### config.mk
export PLATFORM = sky130hd
export DESIGN_NAME = rx_digital_core
export DESIGN_NICKNAME = d
export VERILOG_FILES = /design/src/design/rx_const_pkg.sv /design/src/design/rx_ctrl_pkg.sv /design/src/design/pfd_cal_if.sv /design/src/design/prbs_dbg_if.sv /design/src/design/adc_retimer.sv /design/src/design/adc_unfolding.sv /design/src/design/bit_slicer.sv /design/src/design/prbs_checker.sv /design/src/design/pi_ctl_scaler.sv /design/src/design/rx_digital_core.sv
export SDC_FILE = /design/constraint.sdc
export NUM_CORES = 2
export LEC_CHECK = 0
export BUFFER_PORTS_ARGS = -buffer_cell sky130_fd_sc_hd__buf_2
export CORE_MARGIN = 1
export CORE_UTILIZATION = 58
export DETAILED_ROUTE_END_ITERATION = 7
export PLACE_DENSITY = 0.85
export SYNTH_ARGS = -nofsm -noshare
export SYNTH_HDL_FRONTEND = slang
export SYNTH_SLANG_ARGS = --single-unit
### constraint.sdc
create_clock -name clk_adc_i -period 10.15 [get_ports clk_adc_i]
set_clock_uncertainty 0.15 [all_clocks]
set_input_delay 0 -clock clk_adc_i [delete_from_list [all_inputs] [get_ports clk_adc_i]]
set_output_delay 0 -clock clk_adc_i [all_outputs]
set_load 0.03 [all_outputs]
### src/design/rx_const_pkg.sv
package rx_const_pkg;

    // adc slice magnitude and slice count
    localparam int Nadc = 8;
    localparam int Nti = 16;

    // unfolded code carries the sign as an extra bit
    localparam int Ncode = Nadc + 1;

    // phase interpolator control
    localparam int Npi = 9;
    localparam int Nout = 4;

    // averaging window is 2^navg samples
    localparam int Navg_w = 4;

    // prbs checker
    localparam int Ncnt = 32;
    localparam int Nprbs = 7;

endpackage

### src/design/rx_ctrl_pkg.sv
package rx_ctrl_pkg;

    // prbs checker operating mode
    typedef enum logic [1:0] {
        PRBS_CLEAR = 2'd0,
        PRBS_ALIGN = 2'd1,
        PRBS_CHECK = 2'd2,
        PRBS_HOLD  = 2'd3
    } prbs_mode_t;

    // checker input source
    typedef enum logic {
        SRC_SLICER = 1'b0,
        SRC_SIGN   = 1'b1
    } bit_src_t;

endpackage

### src/design/pfd_cal_if.sv
`timescale 1ns/1ps

interface pfd_cal_if #(
    parameter int n_slices   = rx_const_pkg::Nti,
    parameter int code_width = rx_const_pkg::Ncode
) ();

    logic                           en_pfd_cal;
    logic                           en_ext_offset;
    logic signed [code_width-1:0]   ext_offset [n_slices-1:0];
    logic [rx_const_pkg::Navg_w-1:0] navg;

    // calibrated offsets read back by the top
    logic signed [code_width-1:0]   pfd_offset [n_slices-1:0];

    modport ctrl (output en_pfd_cal, en_ext_offset, ext_offset, navg, input pfd_offset);
    modport unit (input en_pfd_cal, en_ext_offset, ext_offset, navg, output pfd_offset);

endinterface

### src/design/prbs_dbg_if.sv
`timescale 1ns/1ps

interface prbs_dbg_if #(
    parameter int cnt_width = rx_const_pkg::Ncnt
) ();

    rx_ctrl_pkg::prbs_mode_t mode;

    // bit counters and lock status
    logic [cnt_width-1:0] correct_bits;
    logic [cnt_width-1:0] total_bits;
    logic                 aligned;

    modport ctrl (
        output mode,
        input  correct_bits, total_bits, aligned
    );

    // checker side reports counts and lock
    modport chk (
        input  mode,
        output correct_bits, total_bits, aligned
    );

endinterface

### src/design/adc_retimer.sv
`timescale 1ns/1ps

module adc_retimer #(
    parameter int n_slices  = rx_const_pkg::Nti,
    parameter int adc_width = rx_const_pkg::Nadc
) (
    input  logic                 clk_adc_i,
    input  logic                 arst_n_i,
    input  logic [adc_width-1:0] data_i [n_slices-1:0],
    input  logic [n_slices-1:0]  sign_i,
    input  logic [n_slices-1:0]  mux_ctrl_i,
    output logic [adc_width-1:0] data_o [n_slices-1:0],
    output logic [n_slices-1:0]  sign_o
);

    logic [adc_width-1:0] data_q1 [n_slices-1:0];
    logic [adc_width-1:0] data_q2 [n_slices-1:0];
    logic [n_slices-1:0]  sign_q1;
    logic [n_slices-1:0]  sign_q2;

    always_ff @(posedge clk_adc_i or negedge arst_n_i) begin
        if (!arst_n_i) begin
            for (int i = 0; i < n_slices; i++) begin
                data_q1[i] <= '0;
                data_q2[i] <= '0;
            end
            sign_q1 <= '0;
            sign_q2 <= '0;
        end else begin
            data_q1 <= data_i;
            data_q2 <= data_q1;
            sign_q1 <= sign_i;
            sign_q2 <= sign_q1;
        end
    end

    // late-phase slices take the second stage
    for (genvar i = 0; i < n_slices; i++) begin : g_slice
        assign data_o[i] = mux_ctrl_i[i] ? data_q2[i] : data_q1[i];
        assign sign_o[i] = mux_ctrl_i[i] ? sign_q2[i] : sign_q1[i];

        known_out_a: assert property (@(posedge clk_adc_i) disable iff (!arst_n_i)
            !$isunknown({sign_o[i], data_o[i]}))
        else $error("retimer slice %0d output unknown", i);
    end

endmodule

### src/design/adc_unfolding.sv
`timescale 1ns/1ps

module adc_unfolding #(
    parameter  int n_slices   = rx_const_pkg::Nti,
    parameter  int adc_width  = rx_const_pkg::Nadc,
    localparam int code_width = adc_width + 1
) (
    input  logic                         clk_adc_i,
    input  logic                         arst_n_i,
    input  logic [adc_width-1:0]         data_i [n_slices-1:0],
    input  logic [n_slices-1:0]          sign_i,
    pfd_cal_if.unit                      cal,
    output logic signed [code_width-1:0] code_o [n_slices-1:0]
);

    // largest navg shift and the matching accumulator headroom
    localparam int max_shift = (1 << rx_const_pkg::Navg_w) - 1;
    localparam int acc_width = code_width + max_shift;

    logic signed [code_width-1:0] raw_code [n_slices-1:0];
    logic signed [code_width-1:0] offset [n_slices-1:0];
    logic signed [acc_width-1:0]  acc_sum [n_slices-1:0];
    logic signed [acc_width-1:0]  acc_q [n_slices-1:0];
    logic signed [code_width-1:0] pfd_offset_q [n_slices-1:0];
    logic [max_shift-1:0]         sample_cnt_q;
    logic                         last_sample;

    always_comb begin
        for (int i = 0; i < n_slices; i++) begin
            // sign 1 means positive
            raw_code[i] = sign_i[i] ? $signed({1'b0, data_i[i]})
                                    : -$signed({1'b0, data_i[i]});
            offset[i] = cal.en_ext_offset ? cal.ext_offset[i] : pfd_offset_q[i];
            acc_sum[i] = acc_q[i] + raw_code[i];
        end
    end

    // window holds 2^navg samples
    assign last_sample = (sample_cnt_q == max_shift'((32'd1 << cal.navg) - 32'd1));

    always_ff @(posedge clk_adc_i or negedge arst_n_i) begin
        if (!arst_n_i) begin
            sample_cnt_q <= '0;
            for (int i = 0; i < n_slices; i++) begin
                acc_q[i]        <= '0;
                pfd_offset_q[i] <= '0;
                code_o[i]       <= '0;
            end
        end else begin
            for (int i = 0; i < n_slices; i++) begin
                code_o[i] <= raw_code[i] - offset[i];
            end

            if (cal.en_pfd_cal) begin
                if (last_sample) begin
                    // arithmetic shift floors toward minus infinity
                    sample_cnt_q <= '0;
                    for (int i = 0; i < n_slices; i++) begin
                        acc_q[i]        <= '0;
                        pfd_offset_q[i] <= code_width'(acc_sum[i] >>> cal.navg);
                    end
                end else begin
                    sample_cnt_q <= sample_cnt_q + 1'b1;
                    for (int i = 0; i < n_slices; i++) begin
                        acc_q[i] <= acc_sum[i];
                    end
                end
            end else begin
                // offsets hold, next window starts clean
                sample_cnt_q <= '0;
                for (int i = 0; i < n_slices; i++) begin
                    acc_q[i] <= '0;
                end
            end
        end
    end

    assign cal.pfd_offset = pfd_offset_q;

    navg_stable_a: assert property (@(posedge clk_adc_i) disable iff (!arst_n_i)
        cal.en_pfd_cal |=> !cal.en_pfd_cal || $stable(cal.navg))
    else $error("navg changed during offset calibration");

endmodule

### src/design/bit_slicer.sv
`timescale 1ns/1ps

module bit_slicer #(
    parameter int n_slices   = rx_const_pkg::Nti,
    parameter int code_width = rx_const_pkg::Ncode
) (
    input  logic                         clk_adc_i,
    input  logic                         arst_n_i,
    input  logic signed [code_width-1:0] code_i [n_slices-1:0],
    input  logic signed [code_width-1:0] thresh_i,
    output logic [n_slices-1:0]          bit_o
);

    always_ff @(posedge clk_adc_i or negedge arst_n_i) begin
        if (!arst_n_i) begin
            bit_o <= '0;
        end else begin
            // strictly above threshold decides a one
            for (int i = 0; i < n_slices; i++) begin
                bit_o[i] <= (code_i[i] > thresh_i);
            end
        end
    end

endmodule

### src/design/prbs_checker.sv
`timescale 1ns/1ps

module prbs_checker #(
    parameter int n_slices  = rx_const_pkg::Nti,
    parameter int cnt_width = rx_const_pkg::Ncnt
) (
    input  logic                clk_adc_i,
    input  logic                arst_n_i,
    input  logic [n_slices-1:0] rx_bits_i,
    prbs_dbg_if.chk             dbg
);

    localparam int n_prbs      = rx_const_pkg::Nprbs;
    localparam int match_width = $clog2(n_slices + 1);

    if (n_slices < n_prbs) begin : g_width_check
        $error("prbs_checker needs at least %0d slices", n_prbs);
    end

    // state_q[0] is the most recent bit
    logic [n_prbs-1:0]          state_q;
    logic [n_prbs-1:0]          rx_state;
    logic [n_prbs+n_slices-1:0] seq;
    logic [n_slices-1:0]        pred;
    logic [match_width-1:0]     n_match;
    logic [cnt_width-1:0]       correct_q;
    logic [cnt_width-1:0]       total_q;
    logic                       aligned_q;

    always_comb begin
        // oldest bit first, then extend with x^7+x^6+1
        seq = '0;
        for (int j = 0; j < n_prbs; j++) begin
            seq[j] = state_q[n_prbs-1-j];
        end
        for (int i = 0; i < n_slices; i++) begin
            seq[n_prbs+i] = seq[i+1] ^ seq[i];
        end
        pred = seq[n_prbs +: n_slices];

        n_match = '0;
        for (int i = 0; i < n_slices; i++) begin
            n_match = n_match + match_width'(pred[i] == rx_bits_i[i]);
        end

        // last bits of the word, newest in bit 0
        for (int k = 0; k < n_prbs; k++) begin
            rx_state[k] = rx_bits_i[n_slices-1-k];
        end
    end

    always_ff @(posedge clk_adc_i or negedge arst_n_i) begin
        if (!arst_n_i) begin
            state_q   <= '0;
            correct_q <= '0;
            total_q   <= '0;
            aligned_q <= 1'b0;
        end else begin
            case (dbg.mode)
                rx_ctrl_pkg::PRBS_CLEAR: begin
                    state_q   <= '0;
                    correct_q <= '0;
                    total_q   <= '0;
                    aligned_q <= 1'b0;
                end
                rx_ctrl_pkg::PRBS_ALIGN: begin
                    state_q   <= rx_state;
                    aligned_q <= 1'b1;
                end
                rx_ctrl_pkg::PRBS_CHECK: begin
                    // resync from received bits so one error stays local
                    state_q   <= rx_state;
                    correct_q <= correct_q + cnt_width'(n_match);
                    total_q   <= total_q + cnt_width'(n_slices);
                end
                default: begin
                    // hold
                    state_q <= state_q;
                end
            endcase
        end
    end

    assign dbg.correct_bits = correct_q;
    assign dbg.total_bits   = total_q;
    assign dbg.aligned      = aligned_q;

    count_order_a: assert property (@(posedge clk_adc_i) disable iff (!arst_n_i)
        dbg.correct_bits <= dbg.total_bits)
    else $error("correct bit count above total count");

endmodule

### src/design/pi_ctl_scaler.sv
`timescale 1ns/1ps

module pi_ctl_scaler #(
    parameter  int n_out     = rx_const_pkg::Nout,
    parameter  int pi_width  = rx_const_pkg::Npi,
    localparam int sel_width = pi_width - 4
) (
    input  logic                 clk_adc_i,
    input  logic                 arst_n_i,
    input  logic [pi_width-1:0]  pi_ctl_i [n_out-1:0],
    input  logic [pi_width-1:0]  pi_offset_i [n_out-1:0],
    input  logic [sel_width-1:0] max_sel_i [n_out-1:0],
    input  logic [n_out-1:0]     bypass_en_i,
    input  logic [pi_width-1:0]  bypass_val_i [n_out-1:0],
    output logic [pi_width-1:0]  pi_ctl_o [n_out-1:0]
);

    logic [pi_width-1:0]   unscaled [n_out-1:0];
    logic [pi_width-1:0]   scale [n_out-1:0];
    logic [2*pi_width-1:0] product [n_out-1:0];

    always_comb begin
        for (int j = 0; j < n_out; j++) begin
            // offset add wraps at pi_width
            unscaled[j] = pi_ctl_i[j] + pi_offset_i[j];
            // (max_sel+1)*16-1 is max_sel with four ones appended
            scale[j]    = {max_sel_i[j], 4'hf};
            product[j]  = unscaled[j] * scale[j];
        end
    end

    always_ff @(posedge clk_adc_i or negedge arst_n_i) begin
        if (!arst_n_i) begin
            for (int j = 0; j < n_out; j++) begin
                pi_ctl_o[j] <= '0;
            end
        end else begin
            for (int j = 0; j < n_out; j++) begin
                pi_ctl_o[j] <= bypass_en_i[j] ? bypass_val_i[j]
                                              : product[j][2*pi_width-1:pi_width];
            end
        end
    end

endmodule

### src/design/rx_digital_core.sv
`timescale 1ns/1ps

module rx_digital_core #(
    parameter  int n_slices   = rx_const_pkg::Nti,
    parameter  int adc_width  = rx_const_pkg::Nadc,
    parameter  int pi_width   = rx_const_pkg::Npi,
    localparam int code_width = adc_width + 1,
    localparam int n_out      = rx_const_pkg::Nout,
    localparam int sel_width  = pi_width - 4,
    localparam int cnt_width  = rx_const_pkg::Ncnt
) (
    input  logic                            clk_adc_i,
    input  logic                            arst_n_i,
    // adc slices
    input  logic [adc_width-1:0]            adc_data_i [n_slices-1:0],
    input  logic [n_slices-1:0]             adc_sign_i,
    input  logic [n_slices-1:0]             mux_ctrl_i,
    // offset calibration
    input  logic                            en_pfd_cal_i,
    input  logic                            en_ext_offset_i,
    input  logic signed [code_width-1:0]    ext_offset_i [n_slices-1:0],
    input  logic [rx_const_pkg::Navg_w-1:0] navg_i,
    output logic signed [code_width-1:0]    pfd_offset_o [n_slices-1:0],
    output logic signed [code_width-1:0]    adc_code_o [n_slices-1:0],
    // bit decision and prbs
    input  logic signed [code_width-1:0]    thresh_i,
    input  rx_ctrl_pkg::bit_src_t           bit_src_i,
    input  rx_ctrl_pkg::prbs_mode_t         prbs_mode_i,
    output logic [cnt_width-1:0]            prbs_correct_o,
    output logic [cnt_width-1:0]            prbs_total_o,
    output logic                            prbs_aligned_o,
    // interpolator control
    input  logic [pi_width-1:0]             pi_ctl_i [n_out-1:0],
    input  logic [pi_width-1:0]             pi_offset_i [n_out-1:0],
    input  logic [sel_width-1:0]            max_sel_i [n_out-1:0],
    input  logic [n_out-1:0]                bypass_en_i,
    input  logic [pi_width-1:0]             bypass_val_i [n_out-1:0],
    output logic [pi_width-1:0]             pi_ctl_o [n_out-1:0]
);

    pfd_cal_if #(.n_slices(n_slices), .code_width(code_width)) cal_if ();
    prbs_dbg_if #(.cnt_width(cnt_width)) prbs_if ();

    logic [adc_width-1:0]         data_rt [n_slices-1:0];
    logic [n_slices-1:0]          sign_rt;
    logic signed [code_width-1:0] codes [n_slices-1:0];
    logic [n_slices-1:0]          slice_bits;
    logic [n_slices-1:0]          sign_q;
    logic [n_slices-1:0]          rx_bits;
    rx_ctrl_pkg::bit_src_t        bit_src_q;

    // calibration controls
    assign cal_if.en_pfd_cal    = en_pfd_cal_i;
    assign cal_if.en_ext_offset = en_ext_offset_i;
    assign cal_if.ext_offset    = ext_offset_i;
    assign cal_if.navg          = navg_i;
    assign pfd_offset_o         = cal_if.pfd_offset;

    adc_retimer #(.n_slices(n_slices), .adc_width(adc_width)) retimer_i (
        .clk_adc_i  (clk_adc_i),
        .arst_n_i   (arst_n_i),
        .data_i     (adc_data_i),
        .sign_i     (adc_sign_i),
        .mux_ctrl_i (mux_ctrl_i),
        .data_o     (data_rt),
        .sign_o     (sign_rt)
    );

    adc_unfolding #(.n_slices(n_slices), .adc_width(adc_width)) unfold_i (
        .clk_adc_i (clk_adc_i),
        .arst_n_i  (arst_n_i),
        .data_i    (data_rt),
        .sign_i    (sign_rt),
        .cal       (cal_if.unit),
        .code_o    (codes)
    );

    assign adc_code_o = codes;

    bit_slicer #(.n_slices(n_slices), .code_width(code_width)) slicer_i (
        .clk_adc_i (clk_adc_i),
        .arst_n_i  (arst_n_i),
        .code_i    (codes),
        .thresh_i  (thresh_i),
        .bit_o     (slice_bits)
    );

    // sign path gets one stage, so it lands a cycle ahead of the slicer path
    always_ff @(posedge clk_adc_i or negedge arst_n_i) begin
        if (!arst_n_i) begin
            sign_q    <= '0;
            bit_src_q <= rx_ctrl_pkg::SRC_SLICER;
        end else begin
            sign_q    <= sign_rt;
            bit_src_q <= bit_src_i;
        end
    end

    assign rx_bits = (bit_src_q == rx_ctrl_pkg::SRC_SIGN) ? sign_q : slice_bits;

    assign prbs_if.mode    = prbs_mode_i;
    assign prbs_correct_o  = prbs_if.correct_bits;
    assign prbs_total_o    = prbs_if.total_bits;
    assign prbs_aligned_o  = prbs_if.aligned;

    prbs_checker #(.n_slices(n_slices), .cnt_width(cnt_width)) prbs_i (
        .clk_adc_i (clk_adc_i),
        .arst_n_i  (arst_n_i),
        .rx_bits_i (rx_bits),
        .dbg       (prbs_if.chk)
    );

    pi_ctl_scaler #(.n_out(n_out), .pi_width(pi_width)) pi_scale_i (
        .clk_adc_i    (clk_adc_i),
        .arst_n_i     (arst_n_i),
        .pi_ctl_i     (pi_ctl_i),
        .pi_offset_i  (pi_offset_i),
        .max_sel_i    (max_sel_i),
        .bypass_en_i  (bypass_en_i),
        .bypass_val_i (bypass_val_i),
        .pi_ctl_o     (pi_ctl_o)
    );

endmodule

==> impl_metrics.toml <==
[synth]
syn_inst = 9953
async_flop_share_pct = 100
synth_top_cells_by_area = "dfrtp_1 31%, ha_1 12%, fa_1 5.4%, mux2i_1 5.3%, nor2_1 3.9%"
synth_edf_count = 0
synth.ff_latch_count = 1112
synth_cell_type_count = 98
synth-main-ff-cell = "dfrtp_1"
synth_top_cell_area_share_pct = 30.7
avgSynthCellArea_sq_um = 9.12
yosysSeqAreaShare_pct = 30.7
yosysWarnings = 0
yosysMostFrequentCell = "dfrtp_1"
netlist_top_cells_count = "1112 x dfrtp_1, 954 x nor2_1, 846 x ha_1"
synth_top_area_cell = "dfrtp_1"
netlist_area_sq_um = 90700

[status]
failed_checks = "design-rule violations"
outcome = "complete, but fails checks"

[critical_path]
critical_path_required_ps = 10760
ff2ff_setup_slack_ps = 2810
r2r_end = "prbs_i.dbg.correct_bits[28]"
max_stage_delay_ps = 610
r2r_cells = 22
startpoint_type = "primary input"
reg2reg_from = "prbs_i.state_q[5]"
arrival_ps = 8070
cp_max_fo = 7
crit_type = "in -> reg"
crit_path_top_delay_cell = "dlygate4sd3_1"
end_kind = "register"
path_common_cell = "fa_1"

[power_and_ir_drop]
power_frac_seq_pct = 17.1
pwr_density_cell_nw_per_um2 = 329
p_leak_nw = 52.1
combinationalPowerShare_pct = 68.1
power.share.switching_pct = 48.7
power_w = 0.0357
vdd_drop_max_uv = 525
power.switching_w = 0.0174
pwr-share-clk_pct = 14.8
p_int_w = 0.0183

[cts]
cts_tree = "built"
root_buffer = "clkbuf_16"
clk_path_buf_depth = 3
cts_sinks = 1112
clkTransAtPathRegs_ps = 70
htreeDepth = 4
post_cts_resized = 0
cts-buffers-inserted = 134
clk_latency_ps = 830

[route]
avgRoutedWirePerCell_microns = 26.8
drt-total-wl_microns = 362000
initialDrtViolationCount = 11100
vias = 90500
vias_per_cell = 6.71
ant_nets = 0
drtPass1Iterations = 8
drc = 1

[floorplanning]
dieArea_sq_um = 158000
coreArea_sq_um = 155000
initial_core_util_pct = 58.7
ios = 845
rows = 144
fp.dieH_microns = 398
die_w_microns = 398

[timing]
hold_viol = 0
rsz0062_at_grt = "no"
timing.final.crit_share_pct = 73.5
setup_viol = 0
timing.fmax_mhz = 134
period_needed_ps = 7460
tns_ps = 0
relSlewSlack_pct = 7.05
worst_pin_slew_ps = 1390
slew_viol_final = 0

[worst_hold_path]
min_path_type = "in -> reg"
whs_path_depth = 3
hold_end = "unfold_i.acc_q[152]"
hold_start = "en_pfd_cal_i"

[placed_design]
dp_hpwl_microns = 236000
dp_cells = 12500
io_buffers = 840
gp_congestion = 0.986

[cells_and_area]
area_growth_pct = 19.9
nFillCells = 10900
finalNetCount = 12800
instances_no_fill = 13500
final_core_util_pct = 70.3
drive_gt1_share_pct = 12.4

[global_routing]
grt.total_usage_pct = 44.7
grt_remaining_overflow = 0
grt_start_max_net_pins = 170
grt_pass1_wl_microns = 540000
grt_antenna_before_repair = 53
grt_pass1_vias = 90100

[job]
cap_violations = 0
## flip-flops by register name, summed over array words and instances, names as in the netlist
signal,cells
pi_scale_i.pi_ctl_o,36
retimer_i.data_q2,128
retimer_i.data_q1,128
unfold_i.sample_cnt_q,15
slicer_i.bit_o,16
prbs_i.dbg.total_bits,28
bit_src_q,1
unfold_i.cal.pfd_offset,144
unfold_i.code_o,144
prbs_i.dbg.aligned,1
unfold_i.acc_q,384
sign_q,16
retimer_i.sign_q2,16
prbs_i.state_q,7
prbs_i.dbg.correct_bits,32
retimer_i.sign_q1,16
## layer usage
metal  wire [microns]  share of wire (%)  track usage [%]  vias to the layer above
met1           125000                 35             51.3                    43300
met3            47800                 13             17.2                     2133
met2           156000                 43             67.1                     6515
li1                 -                  -                -                    38500
met4            32600                9.0             34.1                       54
met5              557               0.15             1.18                        -
## cell usage in the layout (no fill, tap or decap), types with 32 or more instances in the layout
cell	Yosys	routed
nor2_1	954	940
and2_1	171	171
o22ai_1	66	66
mux4_2	50	50
nand4_1	71	71
o21a_1	176	176
dlygate4sd3_1	0	716
a211oi_1	139	139
buf_2	41	833
nor3_1	166	166
fa_1	243	243
clkbuf_16	0	134
o21bai_1	97	97
xor2_1	282	282
nand3_1	173	173
o221ai_1	62	62
nand2b_1	98	98
clkbuf_8	0	35
nand2_1	647	632
a31oi_1	71	71
or2_2	33	33
a21o_1	239	239
dfrtp_1	1112	1111
ha_1	846	846
mux2_2	99	99
nor2b_1	94	94
and3_1	161	161
diode_2	0	43
buf_4	6	88
a2111oi_0	44	44
o211ai_1	125	125
a211o_1	32	32
a21oi_1	702	702
inv_1	599	590
o31ai_1	79	79
xnor2_1	404	404
mux2i_1	479	479
o21ai_0	491	490
## timing repair
| action | 4_1_cts | 5_1_grt |
|---|---|---|
| hold buffers | 717 | 0 |
| setup buffers | 0 | 0 |
| endpoints found under the hold margin | 818 | 0 |
## per-stage QoR
step	hold slack [ps]	instance area, sq um	worst slack [ps]
4_1_cts	25.9	109000	2920
5_1_grt	87.6	109000	2430
6_report	79.7	109000	2690
2_1_floorplan	-446	90700	3070
3_5_place_dp	-83.0	96700	3020
3_3_place_gp	-89.5	96700	3060
## logic make-up (layout without fill, tap and decap cells)
group	Yosys count	after routing	synth area share, %
AND/OR/NAND/NOR	2712	2712	14.0
AO/OA/AOI/OAI	2674	2674	19.4
flip-flops	1112	1112	30.7
adder cells (fa/ha/maj)	1089	1089	17.0
buffers and inverters	1051	2492	4.45
XOR/XNOR	686	686	6.62
multiplexers	628	628	7.75
other	1	47	0.00413
## final cells by class
cell class	instances	area [sq um]	area share, %
antenna	43	108	0.0989
inverter	602	2280	2.09
clock inverter	48	840	0.772
sequential	1112	27800	25.6
multi-input combinational	7793	59000	54.3
tap	2044	2560	2.35
clock buffer	194	3920	3.60
timing repair buffer	1648	12200	11.2
## power by group through the flow
stage	logic [W]	clock network [W]	registers, W
final	0.0243	0.00529	0.00612
after global routing	0.0262	0.00547	0.00617
after CTS	0.0227	0.00525	0.00605
after detailed placement	0.0217	0	0.00612
after global placement	0.0210	0	0.00608
after floorplan	0.0158	0	0.00656
## critical path, delay by kind of cell
kind	cells	cell delay, ps
compound gates	11	2960
buf+inv	6	1230
fa+ha+maj	7	3080
simple gates	1	160
xor+xnor	2	600
## worst max path at each step
stage	cells past startpoint	slack, ps	from	end
after detailed placement	22	3020	prbs_i.state_q[5]	prbs_i.dbg.correct_bits[28]
after global placement	22	3060	prbs_i.state_q[5]	prbs_i.dbg.correct_bits[28]
after CTS	22	2920	prbs_i.state_q[5]	prbs_i.dbg.correct_bits[28]
final	27	2690	pi_offset_i[0]	pi_scale_i.pi_ctl_o[7]
after global routing	22	2430	prbs_i.state_q[5]	prbs_i.dbg.correct_bits[28]
after floorplan	24	3070	bit_src_q	prbs_i.dbg.correct_bits[28]
No activity file was read; power rests on OpenSTA's default activity.
